$ cat config.mk
export PLATFORM = sky130hd
export DESIGN_NAME = mopshub_top
export DESIGN_NICKNAME = d
export VERILOG_FILES = /design/src/design/mopshub_pkg.sv /design/src/design/mopshub_top.sv /design/src/design/elink_ser.sv /design/src/design/uplink_arbiter.sv /design/src/design/downlink_router.sv /design/src/design/elink_deser.sv
export SDC_FILE = /design/constraint.sdc
export NUM_CORES = 1
export LEC_CHECK = 0
export CAP_MARGIN = 10
export CORE_AREA = 2 2 277 279
export CTS_CLUSTER_SIZE = 28
export DETAILED_ROUTE_END_ITERATION = 8
export DIE_AREA = 0 0 279 281
export DONT_BUFFER_PORTS = 1
export HOLD_SLACK_MARGIN = 0.15
export PLACE_DENSITY = 0.73
export SYNTH_ARGS = -nofsm -noshare
export SYNTH_HDL_FRONTEND = slang
export SYNTH_HIERARCHICAL = 1
export SYNTH_SLANG_ARGS = --single-unit
$ cat constraint.sdc
create_clock -name clk_40 -period 10.62 [get_ports clk_40]
set_input_delay 1.062 -clock clk_40 [delete_from_list [all_inputs] [get_ports clk_40]]
set_output_delay 1.062 -clock clk_40 [all_outputs]
set_load 0.1 [all_outputs]
$ cat src/design/mopshub_pkg.sv
package mopshub_pkg;

  // Bus group size and the derived select width
  localparam int N_BUSES   = 8;
  localparam int BUS_SEL_W = $clog2(N_BUSES);

  // Bus number field carried in every e-link frame
  // Values at or above N_BUSES are not routed
  localparam int BUS_ID_W = 5;

  // CAN message fields
  localparam int COB_ID_W  = 11;
  localparam int PAYLOAD_W = 64;

  // E-link frame geometry
  localparam int FRAME_W     = 80;
  localparam int DIBITS      = FRAME_W / 2;
  localparam int DIBIT_CNT_W = $clog2(DIBITS);

  // Width of the drop and overflow counters
  localparam int COUNT_W = 8;

  // Line codes on the 2-bit e-link
  localparam logic [1:0] ELINK_IDLE = 2'b00;
  localparam logic [1:0] ELINK_SOF  = 2'b11;

  // Parallel CAN message as seen by a bus port, 75 bits
  typedef struct packed {
    logic [COB_ID_W-1:0]  cob_id;
    logic [PAYLOAD_W-1:0] payload;
  } can_msg_t;

  // Frame on the e-link, bus number in the top bits
  // Sent most significant dibit first
  typedef struct packed {
    logic [BUS_ID_W-1:0] bus_id;
    can_msg_t            msg;
  } elink_frame_t;

  // Deserializer FSM
  typedef enum logic {
    DS_IDLE,
    DS_DATA
  } deser_state_t;

  // Serializer FSM
  // SS_GAP puts one idle dibit after every frame
  typedef enum logic [1:0] {
    SS_IDLE,
    SS_SOF,
    SS_DATA,
    SS_GAP
  } ser_state_t;

endpackage
$ cat src/design/mopshub_top.sv
module mopshub_top (
  input  logic                                             clk_40,
  input  logic                                             rst,
  input  logic [1:0]                                       elink_rx,
  input  mopshub_pkg::can_msg_t [mopshub_pkg::N_BUSES-1:0] bus_rx_msg,
  input  logic [mopshub_pkg::N_BUSES-1:0]                  bus_rx_strobe,
  output logic [1:0]                                       elink_tx,
  output mopshub_pkg::can_msg_t                            bus_tx_msg,
  output logic [mopshub_pkg::N_BUSES-1:0]                  bus_tx_strobe,
  output logic [mopshub_pkg::COUNT_W-1:0]                  drop_count,
  output logic [mopshub_pkg::COUNT_W-1:0]                  overflow_count
);
  import mopshub_pkg::*;

  // Downlink between deserializer and router
  elink_frame_t frame_rx;
  logic         frame_rx_valid;

  // Uplink between arbiter and serializer
  elink_frame_t grant_frame;
  logic         grant_valid;
  logic         ser_busy;

  elink_deser u_elink_deser (
    .clk_40         (clk_40),
    .rst            (rst),
    .elink_rx       (elink_rx),
    .frame_rx       (frame_rx),
    .frame_rx_valid (frame_rx_valid)
  );

  downlink_router u_downlink_router (
    .clk_40         (clk_40),
    .rst            (rst),
    .frame_rx       (frame_rx),
    .frame_rx_valid (frame_rx_valid),
    .bus_tx_msg     (bus_tx_msg),
    .bus_tx_strobe  (bus_tx_strobe),
    .drop_count     (drop_count)
  );

  uplink_arbiter u_uplink_arbiter (
    .clk_40         (clk_40),
    .rst            (rst),
    .bus_rx_msg     (bus_rx_msg),
    .bus_rx_strobe  (bus_rx_strobe),
    .ser_busy       (ser_busy),
    .grant_frame    (grant_frame),
    .grant_valid    (grant_valid),
    .overflow_count (overflow_count)
  );

  elink_ser u_elink_ser (
    .clk_40      (clk_40),
    .rst         (rst),
    .grant_frame (grant_frame),
    .grant_valid (grant_valid),
    .elink_tx    (elink_tx),
    .ser_busy    (ser_busy)
  );

endmodule

$ cat src/design/elink_ser.sv
module elink_ser (
  input  logic                      clk_40,
  input  logic                      rst,
  input  mopshub_pkg::elink_frame_t grant_frame,
  input  logic                      grant_valid,
  output logic [1:0]                elink_tx,
  output logic                      ser_busy
);
  import mopshub_pkg::*;

  ser_state_t             state;
  logic [DIBIT_CNT_W-1:0] dibit_cnt;
  logic [FRAME_W-1:0]     shift_reg;

  // SOF, forty data dibits, one gap dibit
  always_ff @(posedge clk_40)
  begin
    if (!rst)
    begin
      state     <= SS_IDLE;
      dibit_cnt <= '0;
    end
    else
    begin
      case (state)
        SS_IDLE:
        begin
          dibit_cnt <= '0;
          if (grant_valid)
            state <= SS_SOF;
        end
        SS_SOF:
          state <= SS_DATA;
        SS_DATA:
        begin
          dibit_cnt <= dibit_cnt + 1'b1;
          if (dibit_cnt == DIBIT_CNT_W'(DIBITS - 1))
            state <= SS_GAP;
        end
        SS_GAP:
          state <= SS_IDLE;
        default:
          state <= SS_IDLE;
      endcase
    end
  end

  // Latch on grant, then shift out MSB dibit first
  always_ff @(posedge clk_40)
  begin
    if (state == SS_IDLE && grant_valid)
      shift_reg <= grant_frame;
    else if (state == SS_DATA)
      shift_reg <= {shift_reg[FRAME_W-3:0], 2'b00};
  end

  always_comb
  begin
    case (state)
      SS_SOF:  elink_tx = ELINK_SOF;
      SS_DATA: elink_tx = shift_reg[FRAME_W-1:FRAME_W-2];
      default: elink_tx = ELINK_IDLE;
    endcase
  end

  // Covers SOF, data and gap, 42 cycles per frame
  assign ser_busy = (state != SS_IDLE);

endmodule

$ cat src/design/uplink_arbiter.sv
module uplink_arbiter (
  input  logic                                          clk_40,
  input  logic                                          rst,
  input  mopshub_pkg::can_msg_t [mopshub_pkg::N_BUSES-1:0] bus_rx_msg,
  input  logic [mopshub_pkg::N_BUSES-1:0]               bus_rx_strobe,
  input  logic                                          ser_busy,
  output mopshub_pkg::elink_frame_t                     grant_frame,
  output logic                                          grant_valid,
  output logic [mopshub_pkg::COUNT_W-1:0]               overflow_count
);
  import mopshub_pkg::*;

  can_msg_t             slot_msg [N_BUSES];
  logic [N_BUSES-1:0]   slot_full;
  logic [N_BUSES-1:0]   slot_free;
  logic [N_BUSES-1:0]   ovf_hit;
  logic [BUS_SEL_W-1:0] last_grant;
  logic [BUS_SEL_W-1:0] pick_idx;
  logic                 pick_found;
  logic                 do_grant;
  logic [COUNT_W:0]     ovf_sum;

  // Round-robin search, starts one past the last granted bus
  always_comb
  begin
    logic [BUS_SEL_W-1:0] idx;
    pick_found = 1'b0;
    pick_idx   = '0;
    for (int i = 1; i <= N_BUSES; i++)
    begin
      idx = last_grant + BUS_SEL_W'(i);
      if (!pick_found && slot_full[idx])
      begin
        pick_found = 1'b1;
        pick_idx   = idx;
      end
    end
  end

  // The serializer raises busy one cycle after the grant pulse
  assign do_grant = pick_found && !ser_busy && !grant_valid;

  // A slot being granted this cycle can take a new message
  always_comb
  begin
    for (int b = 0; b < N_BUSES; b++)
    begin
      slot_free[b] = !slot_full[b] || (do_grant && pick_idx == BUS_SEL_W'(b));
      ovf_hit[b]   = bus_rx_strobe[b] && !slot_free[b];
    end
  end

  assign ovf_sum = {1'b0, overflow_count} + (COUNT_W + 1)'($countones(ovf_hit));

  always_ff @(posedge clk_40)
  begin
    if (!rst)
    begin
      slot_full      <= '0;
      grant_valid    <= 1'b0;
      last_grant     <= BUS_SEL_W'(N_BUSES - 1);
      overflow_count <= '0;
    end
    else
    begin
      grant_valid <= do_grant;
      if (do_grant)
      begin
        slot_full[pick_idx] <= 1'b0;
        last_grant          <= pick_idx;
      end
      // Set after the clear, so a refill wins
      for (int b = 0; b < N_BUSES; b++)
      begin
        if (bus_rx_strobe[b] && slot_free[b])
          slot_full[b] <= 1'b1;
      end
      if (ovf_sum[COUNT_W])
        overflow_count <= '1;
      else
        overflow_count <= ovf_sum[COUNT_W-1:0];
    end
  end

  // Slot storage and the granted frame
  always_ff @(posedge clk_40)
  begin
    for (int b = 0; b < N_BUSES; b++)
    begin
      if (bus_rx_strobe[b] && slot_free[b])
        slot_msg[b] <= bus_rx_msg[b];
    end
    if (do_grant)
    begin
      grant_frame.bus_id <= BUS_ID_W'(pick_idx);
      grant_frame.msg    <= slot_msg[pick_idx];
    end
  end

endmodule

$ cat src/design/downlink_router.sv
module downlink_router (
  input  logic                                  clk_40,
  input  logic                                  rst,
  input  mopshub_pkg::elink_frame_t             frame_rx,
  input  logic                                  frame_rx_valid,
  output mopshub_pkg::can_msg_t                 bus_tx_msg,
  output logic [mopshub_pkg::N_BUSES-1:0]       bus_tx_strobe,
  output logic [mopshub_pkg::COUNT_W-1:0]       drop_count
);
  import mopshub_pkg::*;

  logic id_ok;
  logic [BUS_SEL_W-1:0] bus_sel;

  // Only the first N_BUSES numbers belong to this group
  assign id_ok   = (frame_rx.bus_id < BUS_ID_W'(N_BUSES));
  assign bus_sel = frame_rx.bus_id[BUS_SEL_W-1:0];

  // Strobe and drop counter
  always_ff @(posedge clk_40)
  begin
    if (!rst)
    begin
      bus_tx_strobe <= '0;
      drop_count    <= '0;
    end
    else
    begin
      bus_tx_strobe <= '0;
      if (frame_rx_valid)
      begin
        if (id_ok)
        begin
          bus_tx_strobe[bus_sel] <= 1'b1;
        end
        else if (drop_count != '1)
        begin
          // Saturates at all ones
          drop_count <= drop_count + 1'b1;
        end
      end
    end
  end

  // Message shared by all bus ports, valid with the strobe
  always_ff @(posedge clk_40)
  begin
    if (frame_rx_valid && id_ok)
      bus_tx_msg <= frame_rx.msg;
  end

endmodule

$ cat src/design/elink_deser.sv
module elink_deser (
  input  logic                      clk_40,
  input  logic                      rst,
  input  logic [1:0]                elink_rx,
  output mopshub_pkg::elink_frame_t frame_rx,
  output logic                      frame_rx_valid
);
  import mopshub_pkg::*;

  deser_state_t           state;
  logic [1:0]             rx_q;
  logic [DIBIT_CNT_W-1:0] dibit_cnt;
  logic [FRAME_W-1:0]     shift_reg;

  // Input flop, the FSM runs one cycle behind the pins
  always_ff @(posedge clk_40)
  begin
    if (!rst)
      rx_q <= ELINK_IDLE;
    else
      rx_q <= elink_rx;
  end

  always_ff @(posedge clk_40)
  begin
    if (!rst)
    begin
      state          <= DS_IDLE;
      dibit_cnt      <= '0;
      frame_rx_valid <= 1'b0;
    end
    else
    begin
      frame_rx_valid <= 1'b0;
      case (state)
        DS_IDLE:
        begin
          dibit_cnt <= '0;
          if (rx_q == ELINK_SOF)
            state <= DS_DATA;
        end
        DS_DATA:
        begin
          // Marker value is plain data here
          dibit_cnt <= dibit_cnt + 1'b1;
          if (dibit_cnt == DIBIT_CNT_W'(DIBITS - 1))
          begin
            state          <= DS_IDLE;
            frame_rx_valid <= 1'b1;
          end
        end
        default:
          state <= DS_IDLE;
      endcase
    end
  end

  // Frame assembly, MSB dibit arrives first
  always_ff @(posedge clk_40)
  begin
    if (state == DS_DATA)
      shift_reg <= {shift_reg[FRAME_W-3:0], rx_q};
  end

  // Holds still until the next marker, so the router can sample it late
  assign frame_rx = elink_frame_t'(shift_reg);

endmodule

Word-level counts from Yosys, hierarchy flattened. Memory sizes are Yosys's and may differ from the RTL's. A register that Yosys moved wholly into a read port is not among the register bits. Index checks and enable logic that the tools add are counted.

Register bits: 292. RAM bits: 600. Output and inout port bits: 101. Word-level logic and storage cells: 238. Memories: 1.

Memories: u_uplink_arbiter.slot_msg (depth 8, bits a word 75, rd ports 1, clocked after Yosys merged registers in 1, write ports 8, RTL line uplink_arbiter.sv:13) `can_msg_t slot_msg [N_BUSES];`.

$add $sub $neg: 18. $lt $le $gt $ge: 13. Equal/unequal tests: 16. Muxes and demuxes: 74. Bitwise operators: 4. Reductions and logical operators: 87.

Operator list (number): 80-bit two-way mux (1); 78-bit two-way mux (1); 1-bit two-way mux (45); 3-bit by 4-bit less-than comparator with 1-bit output, second input constant (10); 1-bit logical AND (37); 9-bit adder (3); 1-bit logical NOT (25); 1-bit binary-select mux with 3-bit select (8); 3-bit two-way mux (8); 6-bit case mux with 2 select lines (2); 2-bit nonzero test (11); 8-bit two-way mux (2); 3-bit adder, second input constant (4); 6-bit by 1-bit adder with 6-bit output, second input constant (2); 3-bit equality test, second input constant (4); 6-bit equality test, second input constant (2); 8-bit by 9-bit adder with 9-bit output (1); 1-bit by 1-bit adder with 2-bit output (4); 8-bit by 1-bit adder with 8-bit output, second input constant (1); 8-bit bitwise AND (1); 1-bit logical OR (8); 8-bit inequality test, second input constant (1); 8-bit NOT (1); 2-bit case mux with 4 select lines (1); other kinds (19) (29).

Depth between registers and ports, before layout. Gate-level depths: netlist of run 1.

Depth in word-level cells: 36. Mapped depth: 30. Gate-level depth less buffers: 25.

Modules after synthesis. The synthesis of run 1 kept the hierarchy.

Modules (own cells, without submodules): uplink_arbiter (instances 1, cells an instance 1482, area an instance 27622.7 um^2, sequential area each 20759.9 um^2); elink_ser (instances 1, cells an instance 226, area an instance 3887.5 um^2, sequential area each 2562.5 um^2); downlink_router (instances 1, cells an instance 141, area an instance 2907.8 um^2, sequential area each 2572.5 um^2); elink_deser (instances 1, cells an instance 113, area an instance 2743.9 um^2, sequential area each 2602.5 um^2).

Worst setup path before layout of run 1. No wires, ideal clock.

Path type: register to register. Start: register u_uplink_arbiter.last_grant[0]. End: memory u_uplink_arbiter/slot_msg[7][0] (netlist name), enable pin. Setup time: 516 ps. Data arrival time: 7651 ps. Required time: 10104 ps. Path slack: 2453 ps. Cell stages (with the launch flop): 15. Clock period less this slack: 8167 ps. Path through: dfxtp_1 > buf_6 > clkinv_1 > ha_1 > buf_2 > buf_4 > mux2i_1 > mux2i_1 > nor2_1 > and3_1 > a211o_1 > inv_1 > and2_1 > a21boi_0 > nor2b_1.

RTL lines: start: declaration (RTL line uplink_arbiter.sv:17) `logic [BUS_SEL_W-1:0] last_grant;`; start signal: assignment (RTL line uplink_arbiter.sv:61) `last_grant <= BUS_SEL_W'(N_BUSES - 1);`; start signal: assignment (RTL line uplink_arbiter.sv:70) `last_grant <= pick_idx;`; end: declaration (RTL line uplink_arbiter.sv:13).

Worst setup path after layout of run 1.
Start: register u_uplink_arbiter.last_grant[0]. End: register u_uplink_arbiter/overflow_count[6] (netlist name).

Cells in the longest elaborated chain, start to end: 36.

Ends and longest elaborated chain: parallel branches: the longest is 33 deep, another holds 3-bit by 1-bit adder with 3-bit output; 9-bit adder (implied by the code) * (RTL line uplink_arbiter.sv:53) `assign ovf_sum = {1'b0, overflow_count} + (COUNT_W + 1)'($countones(ovf_hit));`; 8-bit by 9-bit adder with 9-bit output * (RTL line uplink_arbiter.sv:53); 8-bit two-way mux * (RTL line uplink_arbiter.sv:78) `if (ovf_sum[COUNT_W])`; end signal: assignment (RTL line uplink_arbiter.sv:81) `overflow_count <= ovf_sum[COUNT_W-1:0];`; end: declaration (RTL line uplink_arbiter.sv:9) `output logic [mopshub_pkg::COUNT_W-1:0] overflow_count`.

Every way passes the cells marked *. The select of a mux whose other input is x is not followed. A chain may end at the register's enable or synchronous reset.

==> run summary, run 1 <==
Synthesis inferred 967 register bits. The multi-input combinational cells in the finished layout cover a total of 0.00803 sq mm. Synthesis handed over a netlist of 1962 instances. For this run the aggregate overflow at the end of global routing stands at 0. The tightest min-delay check is of the flop to flop type. Measured along the x axis, the die boundary spans 279 um. Data arrives at the worst endpoint at 9.43 ns.

The tools report the number of endpoints failing setup at the final stage as 0. Among all stages on the critical path, the largest delay is contributed by dfxtp_1. The logs give 0.899 for the routability-driven placement congestion ratio and 0 for the count of buffers added by post-CTS timing repair for setup. The initial antenna violation count came out at 60. The tools report the number of nets with antenna violations after routing as 0.

By startpoint and endpoint, the worst setup path is classified as flop to flop. The number of sinks driven by the clock tree is 967. Setup repair after global routing left no endpoint under its margin. The layout net count is 2634, and the starting DRC count in detailed routing is 1834. The portion of the post-synthesis area used by sequential elements was 0.767; the number of I/O pins was 713.

The core region is 0.0754 sq mm. The fraction of synthesis flops using an asynchronous set or reset pin is 0, and the standard-cell row count is 101. For this design the static power due to leakage is 14.1 nW. For the pin with the worst max-slew slack, the measured transition is 1.20 ns.

The via count of the first global-routing pass was 19.1k; the count of vias placed by the detailed router was 18.7k. Counting stages on the worst path, the most repeated cell is fa_1. For the relative slew slack, the log shows 0.199. The element type at the critical path end is a flop.

At the later pin of the worst-skew pair, clock insertion delay measures 0.67 ns. The top flip-flop cell by instance count after synthesis is edfxtp_1. The number of standard cells in the layout, taps in and fillers out is 3081. For the length of the first detailed-routing pass in iterations, the log shows 6. The detailed-route wire length is 97100 um, and the quantity of hold-fixing buffers added after cts is 0.

The area growth from synthesis to layout works out to 11.1%. The mean instance size in the synthesized netlist was 18.9 sq um. TritonCTS built the clock tree. The initial standard-cell utilization of the core came out at 0.493. STA classifies the critical path startpoint as a flop. The highest net fanout along the worst path works out to 48. The flow ran to the end, and the final reports show no timing, DRC or antenna violations. The highest clock rate is 113 MHz, and the overall power is 16.9 mW. The ratio of routed vias to standard cells was 6.08; the cell area after technology mapping was 0.0372 sq mm. In this run the power density over the cells is 410 mW/mm^2. Gates resized during post-CTS repair numbered 0. In the final routed layout, each cell accounts on average for 31.5 um. After legalization and detailed placement, the total HPWL measured 67000 um.

The tools report the buffer cell driving the clock tree root as clkbuf_16. Yosys printed 6 warnings. The die covers 0.0784 sq mm. The area share of the leading cell type in the synthesized netlist was 0.738; the maximum clock skew at final layout was 0.0613 ns. The area taken by flip-flops and latches is 0.0285 sq mm, and the clock transition at the registers of the reported paths is 0.06 ns. IR analysis of the VDD net gives a maximum drop of 0.000391 V. By area the synthesized netlist is led by edfxtp_1 (74%), mux2i_1 (5.9%), mux2_2 (3.7%), dfxtp_1 (2.9%), a211oi_2 (1.7%).

The die is 281 um tall. The maximum level of the CTS H-tree is 3. The largest incremental delay on the critical path was 0.89 ns. In the layout the commonest cells are edfxtp_1 (913), mux2i_1 (220), mux2_2 (122). Subtracting the final worst setup slack from the clock period gives 8.85 ns.

The global routing usage summed across all routing layers was 0.241. After routing, the total negative slack on setup checks comes to 0 ns. Setup slack on the worst reg-to-reg path comes out at 1.77 ns. The commonest non-fill, non-tap cell in the layout was edfxtp_1. Including well taps, the total number of placed cells is 2883. The worst path buffer plus inverter count came out at 3. The count of buffers from port buffering is 0, and the number of unique standard cell types used by synthesis is 77. The largest net degree at the start of global routing was 85; the filler cell count in the final layout was 5657.

The fraction of final layout cells with drive strength greater than 1 is 0.197, and the number of remaining DRC errors is 0. The tools report the number of hold violations in the final report as 0. The number of synthesized flops with an enable pin is 913, and the first-pass GRT wire length is 134000 um.

At the worst endpoint, the required time is 11.20 ns. The tools report the total count of max-transition violations in the final report as 0. The signal on the critical path passes through clkinv_1 > ha_1 > mux2i_1 > mux2i_1 > a2111oi_0 > nand2_1 > o221a_1 > a311oi_4 > buf_4 > nor2_4 > a21oi_1 > nand2_1 > fa_1 > inv_1 > fa_1 > fa_1 > fa_1 > a21o_1 > a21oi_1 > nor2b_1 > and4b_1 > nor3_1. The number of flip-flops under the largest register name is 600. The longest clock path from root to sink contains 3 buffers.

Across all hold checks on the routed design, the worst slack comes to 0.443 ns. Counting the buffers created by CTS gives 95. The final clock period utilization by the worst path is 0.833.

The largest total area in the synthesized netlist belongs to edfxtp_1. For the max-cap check violation count, the log shows 0. The critical path's top delay family was adder cells.
[final timing paths]
kind | endpoint | startpoint | cells past startpoint
worst min-delay path | u_downlink_router/bus_tx_msg[60] | u_elink_deser/frame_rx[60] | 0
worst max register to register | u_uplink_arbiter/overflow_count[6] | u_uplink_arbiter/last_grant[0] | 22
worst min register to register | u_downlink_router/bus_tx_msg[60] | u_elink_deser/frame_rx[60] | 0
worst max-delay path | u_uplink_arbiter/overflow_count[6] | u_uplink_arbiter/last_grant[0] | 22
[logic make-up after synthesis]
logic type,count (synthesis),synth area share
other cells,1,0.000101
fa+ha+maj,20,0.00774
simple gates,201,0.0278
compound gates,292,0.0701
flops,967,0.767
buf+inv,112,0.0207
mux,358,0.104
xor+xnor,11,0.00259
[report_power, final]
group	internal, mW	total (mW)	switching [mW]
clock network	1.89	3.34	1.45
logic	3.00	7.83	4.83
registers	5.45	5.75	0.301
total	10.3	16.9	6.59
[metrics by stage]
stage | area [sq um] | utilization | setup slack, ns
CTS | 41200 | 0.546 | 1.83
finish | 41300 | 0.547 | 1.77
detailed placement | 38100 | 0.505 | 1.82
floorplan | 37200 | - | 2.45
global placement | 38100 | 0.505 | 2.08
global route | 41300 | 0.547 | 1.19
[synth_stat cells (19+ instances only)]
cell type,instances
nor2_1,78
a221oi_2,19
mux2i_1,220
nand2_1,23
edfxtp_1,913
dfxtp_1,54
a21oi_1,21
a22o_1,23
buf_6,22
mux2_2,122
a2bb2oi_1,52
a211oi_2,50
o22ai_1,54
buf_2,37
[layout make-up]
class                      count  share of cell area
timing repair buffer          33             0.00600
clock inverter                56              0.0158
tap                          978              0.0296
inverter                      21             0.00203
sequential                   967               0.691
multi-input combinational    884               0.195
clock buffer                 116              0.0598
antenna                       26             0.00158
[routing by layer]
layer,part of all wire,wire length [um],global-route usage,vias up
li1,-,-,-,7946
met1,0.36,35200,0.285,9461
met2,0.51,49800,0.416,1075
met3,0.087,8490,0.0677,232
met4,0.035,3360,0.0951,32
met5,0.0022,210,0,-
Power figures use the tool's default switching activity.
==> run 2, diff against run 1 <==
Settings changed: ABC_AREA set to 1, CORE_AREA 2 2 277 279 to 2 2 275 277, DIE_AREA 0 0 279 281 to 0 0 277 279, PLACE_DENSITY 0.73 to 0.77.
Clock period 10.62 ns to 8.87 ns, I/O delays scaled along.
==> run summary, run 2 <==
The synthesis-stage register bit count came out at 967 (unchanged). The worst-case setup margin in the final layout is 1.17 ns (-0.602 ns), and the number of endpoints failing setup at the final stage is 0 (unchanged). The tools report the area of the multi-input gates as 0.00919 sq mm (+14%). The area share of the leading cell type in the synthesized netlist came out at 0.704 (-0.0333). The mean instance size in the synthesized netlist came out at 12.0 sq um (-36%). STA classifies the critical path endpoint as a flop. The worst-margin pin slew was 1.30 ns (+0.0958 ns). The data arrival time of the worst path is 8.23 ns (-1.20 ns), and the latest clock arrival within the worst-skew pair is 0.66 ns (about the same). For the standard-cell row count, the log shows 100 (-0.99%). Count of vias placed by the detailed router: 23.9k (+27%). The clock transition at the registers of the reported paths was 0.06 ns (about the same).

The logs give 0.0389 sq mm (+4.7%) for the cell area after technology mapping and 0.0285 sq mm (unchanged) for the area taken by flip-flops and latches. Via count of the first global-routing pass: 23.2k (+22%). The fraction of final layout cells with drive strength greater than 1 was 0.0952 (-0.102).

The logs give 101000 um (+3.8%) for the detailed-route wire length and 146000 um (+8.6%) for the first-pass GRT wire length. For the maximum level of the CTS H-tree, the log shows 3 (unchanged). The count of buffers from port buffering is 0 (unchanged). The tools report the floorplan core area as 0.0741 sq mm (-1.8%). The kind of start point of the critical path is a flop.

The ratio of routed vias to standard cells works out to 5.54 (-8.9%). The highest net fanout along the worst path is 40 (-17%). The number of synthesized flops with an enable pin works out to 913 (unchanged). The setup slack after placement is 1.26 ns (-0.566 ns), and the worst path buffer plus inverter count is 8 (+5). Setup repair after global routing left no endpoint under its margin. The adder-cell area share of the yosys netlist was 0.00739 (-0.000350). The run gives 3 (unchanged) as the number of buffers on the longest clock path. In the synthesized netlist the dominant register cell turns out to be edfxtp_1. The worst hold path belongs to the class input port to flop. The final clock period utilization by the worst path is 0.868 (+0.0349), and the post-detailed-route wirelength per cell is 23.4 um (-26%).

For the largest net degree at the start of global routing, the log shows 170 (+100%). The number of flip-flops under the largest register name is 600 (unchanged), and the total count of max-transition violations in the final report is 0 (unchanged). In this run the top signal layer used is met5.

The critical path is of the flop to flop type. Count of buffers added by post-CTS timing repair for setup: 0 (unchanged). The sum of met2 wire segment lengths after detailed routing is 50900 um (+2.2%), and the fraction of the core area covered by cells at the end of the flow is 0.576 (+0.0288).

Dominant cell by count in the synthesized netlist: nand2_1. The logs give 0 (unchanged) for the number of instances resized during post-cts repair and 36800 um (+4.3%) for the length of routed wiring on met1. Total die area: 0.0773 sq mm (-1.4%). The multiplexer share of the synthesized area is 0.0232 (-0.0809). For the routability-driven placement congestion ratio, the log shows 0.899 (about the same).

For the met3 routed wirelength, the log shows 9830 um (+16%). Sorting the synthesized cells by area gives the leading types as edfxtp_1 (70%), nand2_1 (16%), dfxtp_1 (2.8%), mux2_2 (2.1%), nand3_1 (1.5%). The quantity of hold-fixing buffers added after cts was 0 (unchanged); the post-DP HPWL was 66900 um (-0.13%). The xor/xnor cell area share of the yosys netlist is 0.00135 (-0.00124), and the layout net count is 3851 (+46%).

The area fraction in and, or, nand and nor cells after synthesis was 0.192 (+0.164). The setup total negative slack is 0 ns (unchanged). The total overflow reported by the global router is 0 (unchanged), and the area growth from synthesis to layout is 9.60%. For the number of nets with antenna violations after routing, the log shows 0 (unchanged). Clock tree synthesis selected as its root buffer the cell clkbuf_16. The initial standard-cell utilization of the core was 0.525 (+0.0329); the portion of the post-synthesis area used by sequential elements was 0.732 (-0.0347).

The combinational family with the most area after synthesis is simple AND/OR/NAND/NOR gates. On the critical path, the stage with the largest delay is an instance of dfxtp_1. The fraction of the mapped netlist area in compound gates came out at 0.00903 (-0.0610). The number of hold violations in the final report is 0 (unchanged).

The top cell types in the final layout, fill and taps aside, are nand2_1 (1614), edfxtp_1 (913), nand3_1 (119). Largest incremental delay on the critical path: 0.76 ns (-0.13 ns). For the critical path required time, the log shows 9.40 ns (-1.80 ns). The filler cell count in the final layout is 5772 (+2.0%), and the minimum clock period is 7.70 ns (-1.15 ns). The tools report the length of the first detailed-routing pass in iterations as 6 (unchanged). The tools report the max-cap check violation count as 0 (unchanged). The commonest non-fill, non-tap cell in the layout was nand2_1. The clock buffer count from CTS is 95 (unchanged), and the highest clock rate is 130 MHz (+15%). The starting DRC count in detailed routing is 2799 (+53%).

The critical path's top delay family was adder cells. Sorting the synthesized cells by how often they occur yields nand2_1 (1616), edfxtp_1 (913), nand3_1 (120). The global routing usage summed across all routing layers is 0.254 (+0.0132). The biggest area contributor in the post-synthesis netlist is edfxtp_1. Number of cells produced by synthesis: 3230 (+65%).

The number of remaining DRC errors came out at 0 (unchanged). Counting stages on the worst path, the most repeated cell is inv_1. TritonCTS built the clock tree. The logs give 0.0294 ns (-0.0319 ns) for the maximum clock skew at final layout and 0.136 (-0.0628) for the relative slew slack. The run finished with clean final reports.

The tools report the initial antenna violation count as 54 (-10%). The run gives 48 (-38%) as the number of unique standard cell types used by synthesis. The fraction of synthesis flops using an asynchronous set or reset pin works out to 0 (unchanged). The run gives 0.316 ns (-0.127 ns) as the final worst hold slack.

The die width came out at 277 um (-0.72%). The number of I/O pins is 713 (unchanged). The vertical die dimension is 279 um (-0.71%), and the number of warnings printed during yosys synthesis is 6 (unchanged).

For the number of sinks driven by the clock tree, the log shows 967 (unchanged).
==> run 2: cell count changes in the layout (fill, tap and decap cells not counted), moves of 23 or more <==
cell,change
inv_1,+56
nand2_1,+1591
a2bb2oi_1,-52
a22o_1,-23
o22ai_1,-54
nand3_1,+109
a211oi_2,-50
mux2_2,-51
mux2i_1,-220
==> run 2: final cells by class <==
| cell class | instances | share of cell area |
|---|---|---|
| multi-input cells | 2044 | 0.215 |
| well taps | 969 | 0.0284 |
| repair buffers | 30 | 0.00645 |
| flip-flops and latches | 967 | 0.668 |
| inverters | 81 | 0.00722 |
| diodes | 42 | 0.00246 |
| clock buffers | 120 | 0.0584 |
| clock inverters | 57 | 0.0134 |
==> run 2: cells by family after synthesis <==
family	after synthesis
and+or+nand+nor	1875
DFF	967
buffers and inverters	220
muxes	78
AOI/OAI and AO/OA	63
adders and majority gates	20
xor gates and xnor gates	6
other	1
==> run 2: worst paths after layout <==
kind | from | to | slack, ns | depth (start not counted)
worst min-delay path | bus_rx_msg[344] | u_uplink_arbiter/slot_msg[4][44] | 0.32 | 0
worst max register to register | u_uplink_arbiter/last_grant[0] | u_uplink_arbiter/overflow_count[5] | 1.17 | 33
worst max-delay path | u_uplink_arbiter/last_grant[0] | u_uplink_arbiter/overflow_count[5] | 1.17 | 33
worst min register to register | u_elink_deser/rx_q[0] | u_elink_deser/frame_rx[0] | 0.43 | 0
==> run 2: per-stage QoR <==
stage / area, sq um / std cells
2_1_floorplan: 38900 / 3231
3_3_place_gp: 39500 / 4091
3_5_place_dp: 39500 / 4091
4_1_cts: 42600 / 4268
5_1_grt: 42600 / 4304
6_report: 42700 / 4310
==> run 2: routing by layer <==
metal  vias to the layer above  track usage
met5                         -            0
met4                        20       0.0962
met3                       216       0.0646
met2                      1447        0.432
met1                     11400        0.314
li1                      10900            -
Power of run 2 is not shown: default switching activity piles up to over one toggle a cycle in this logic, so the estimate is an artifact.
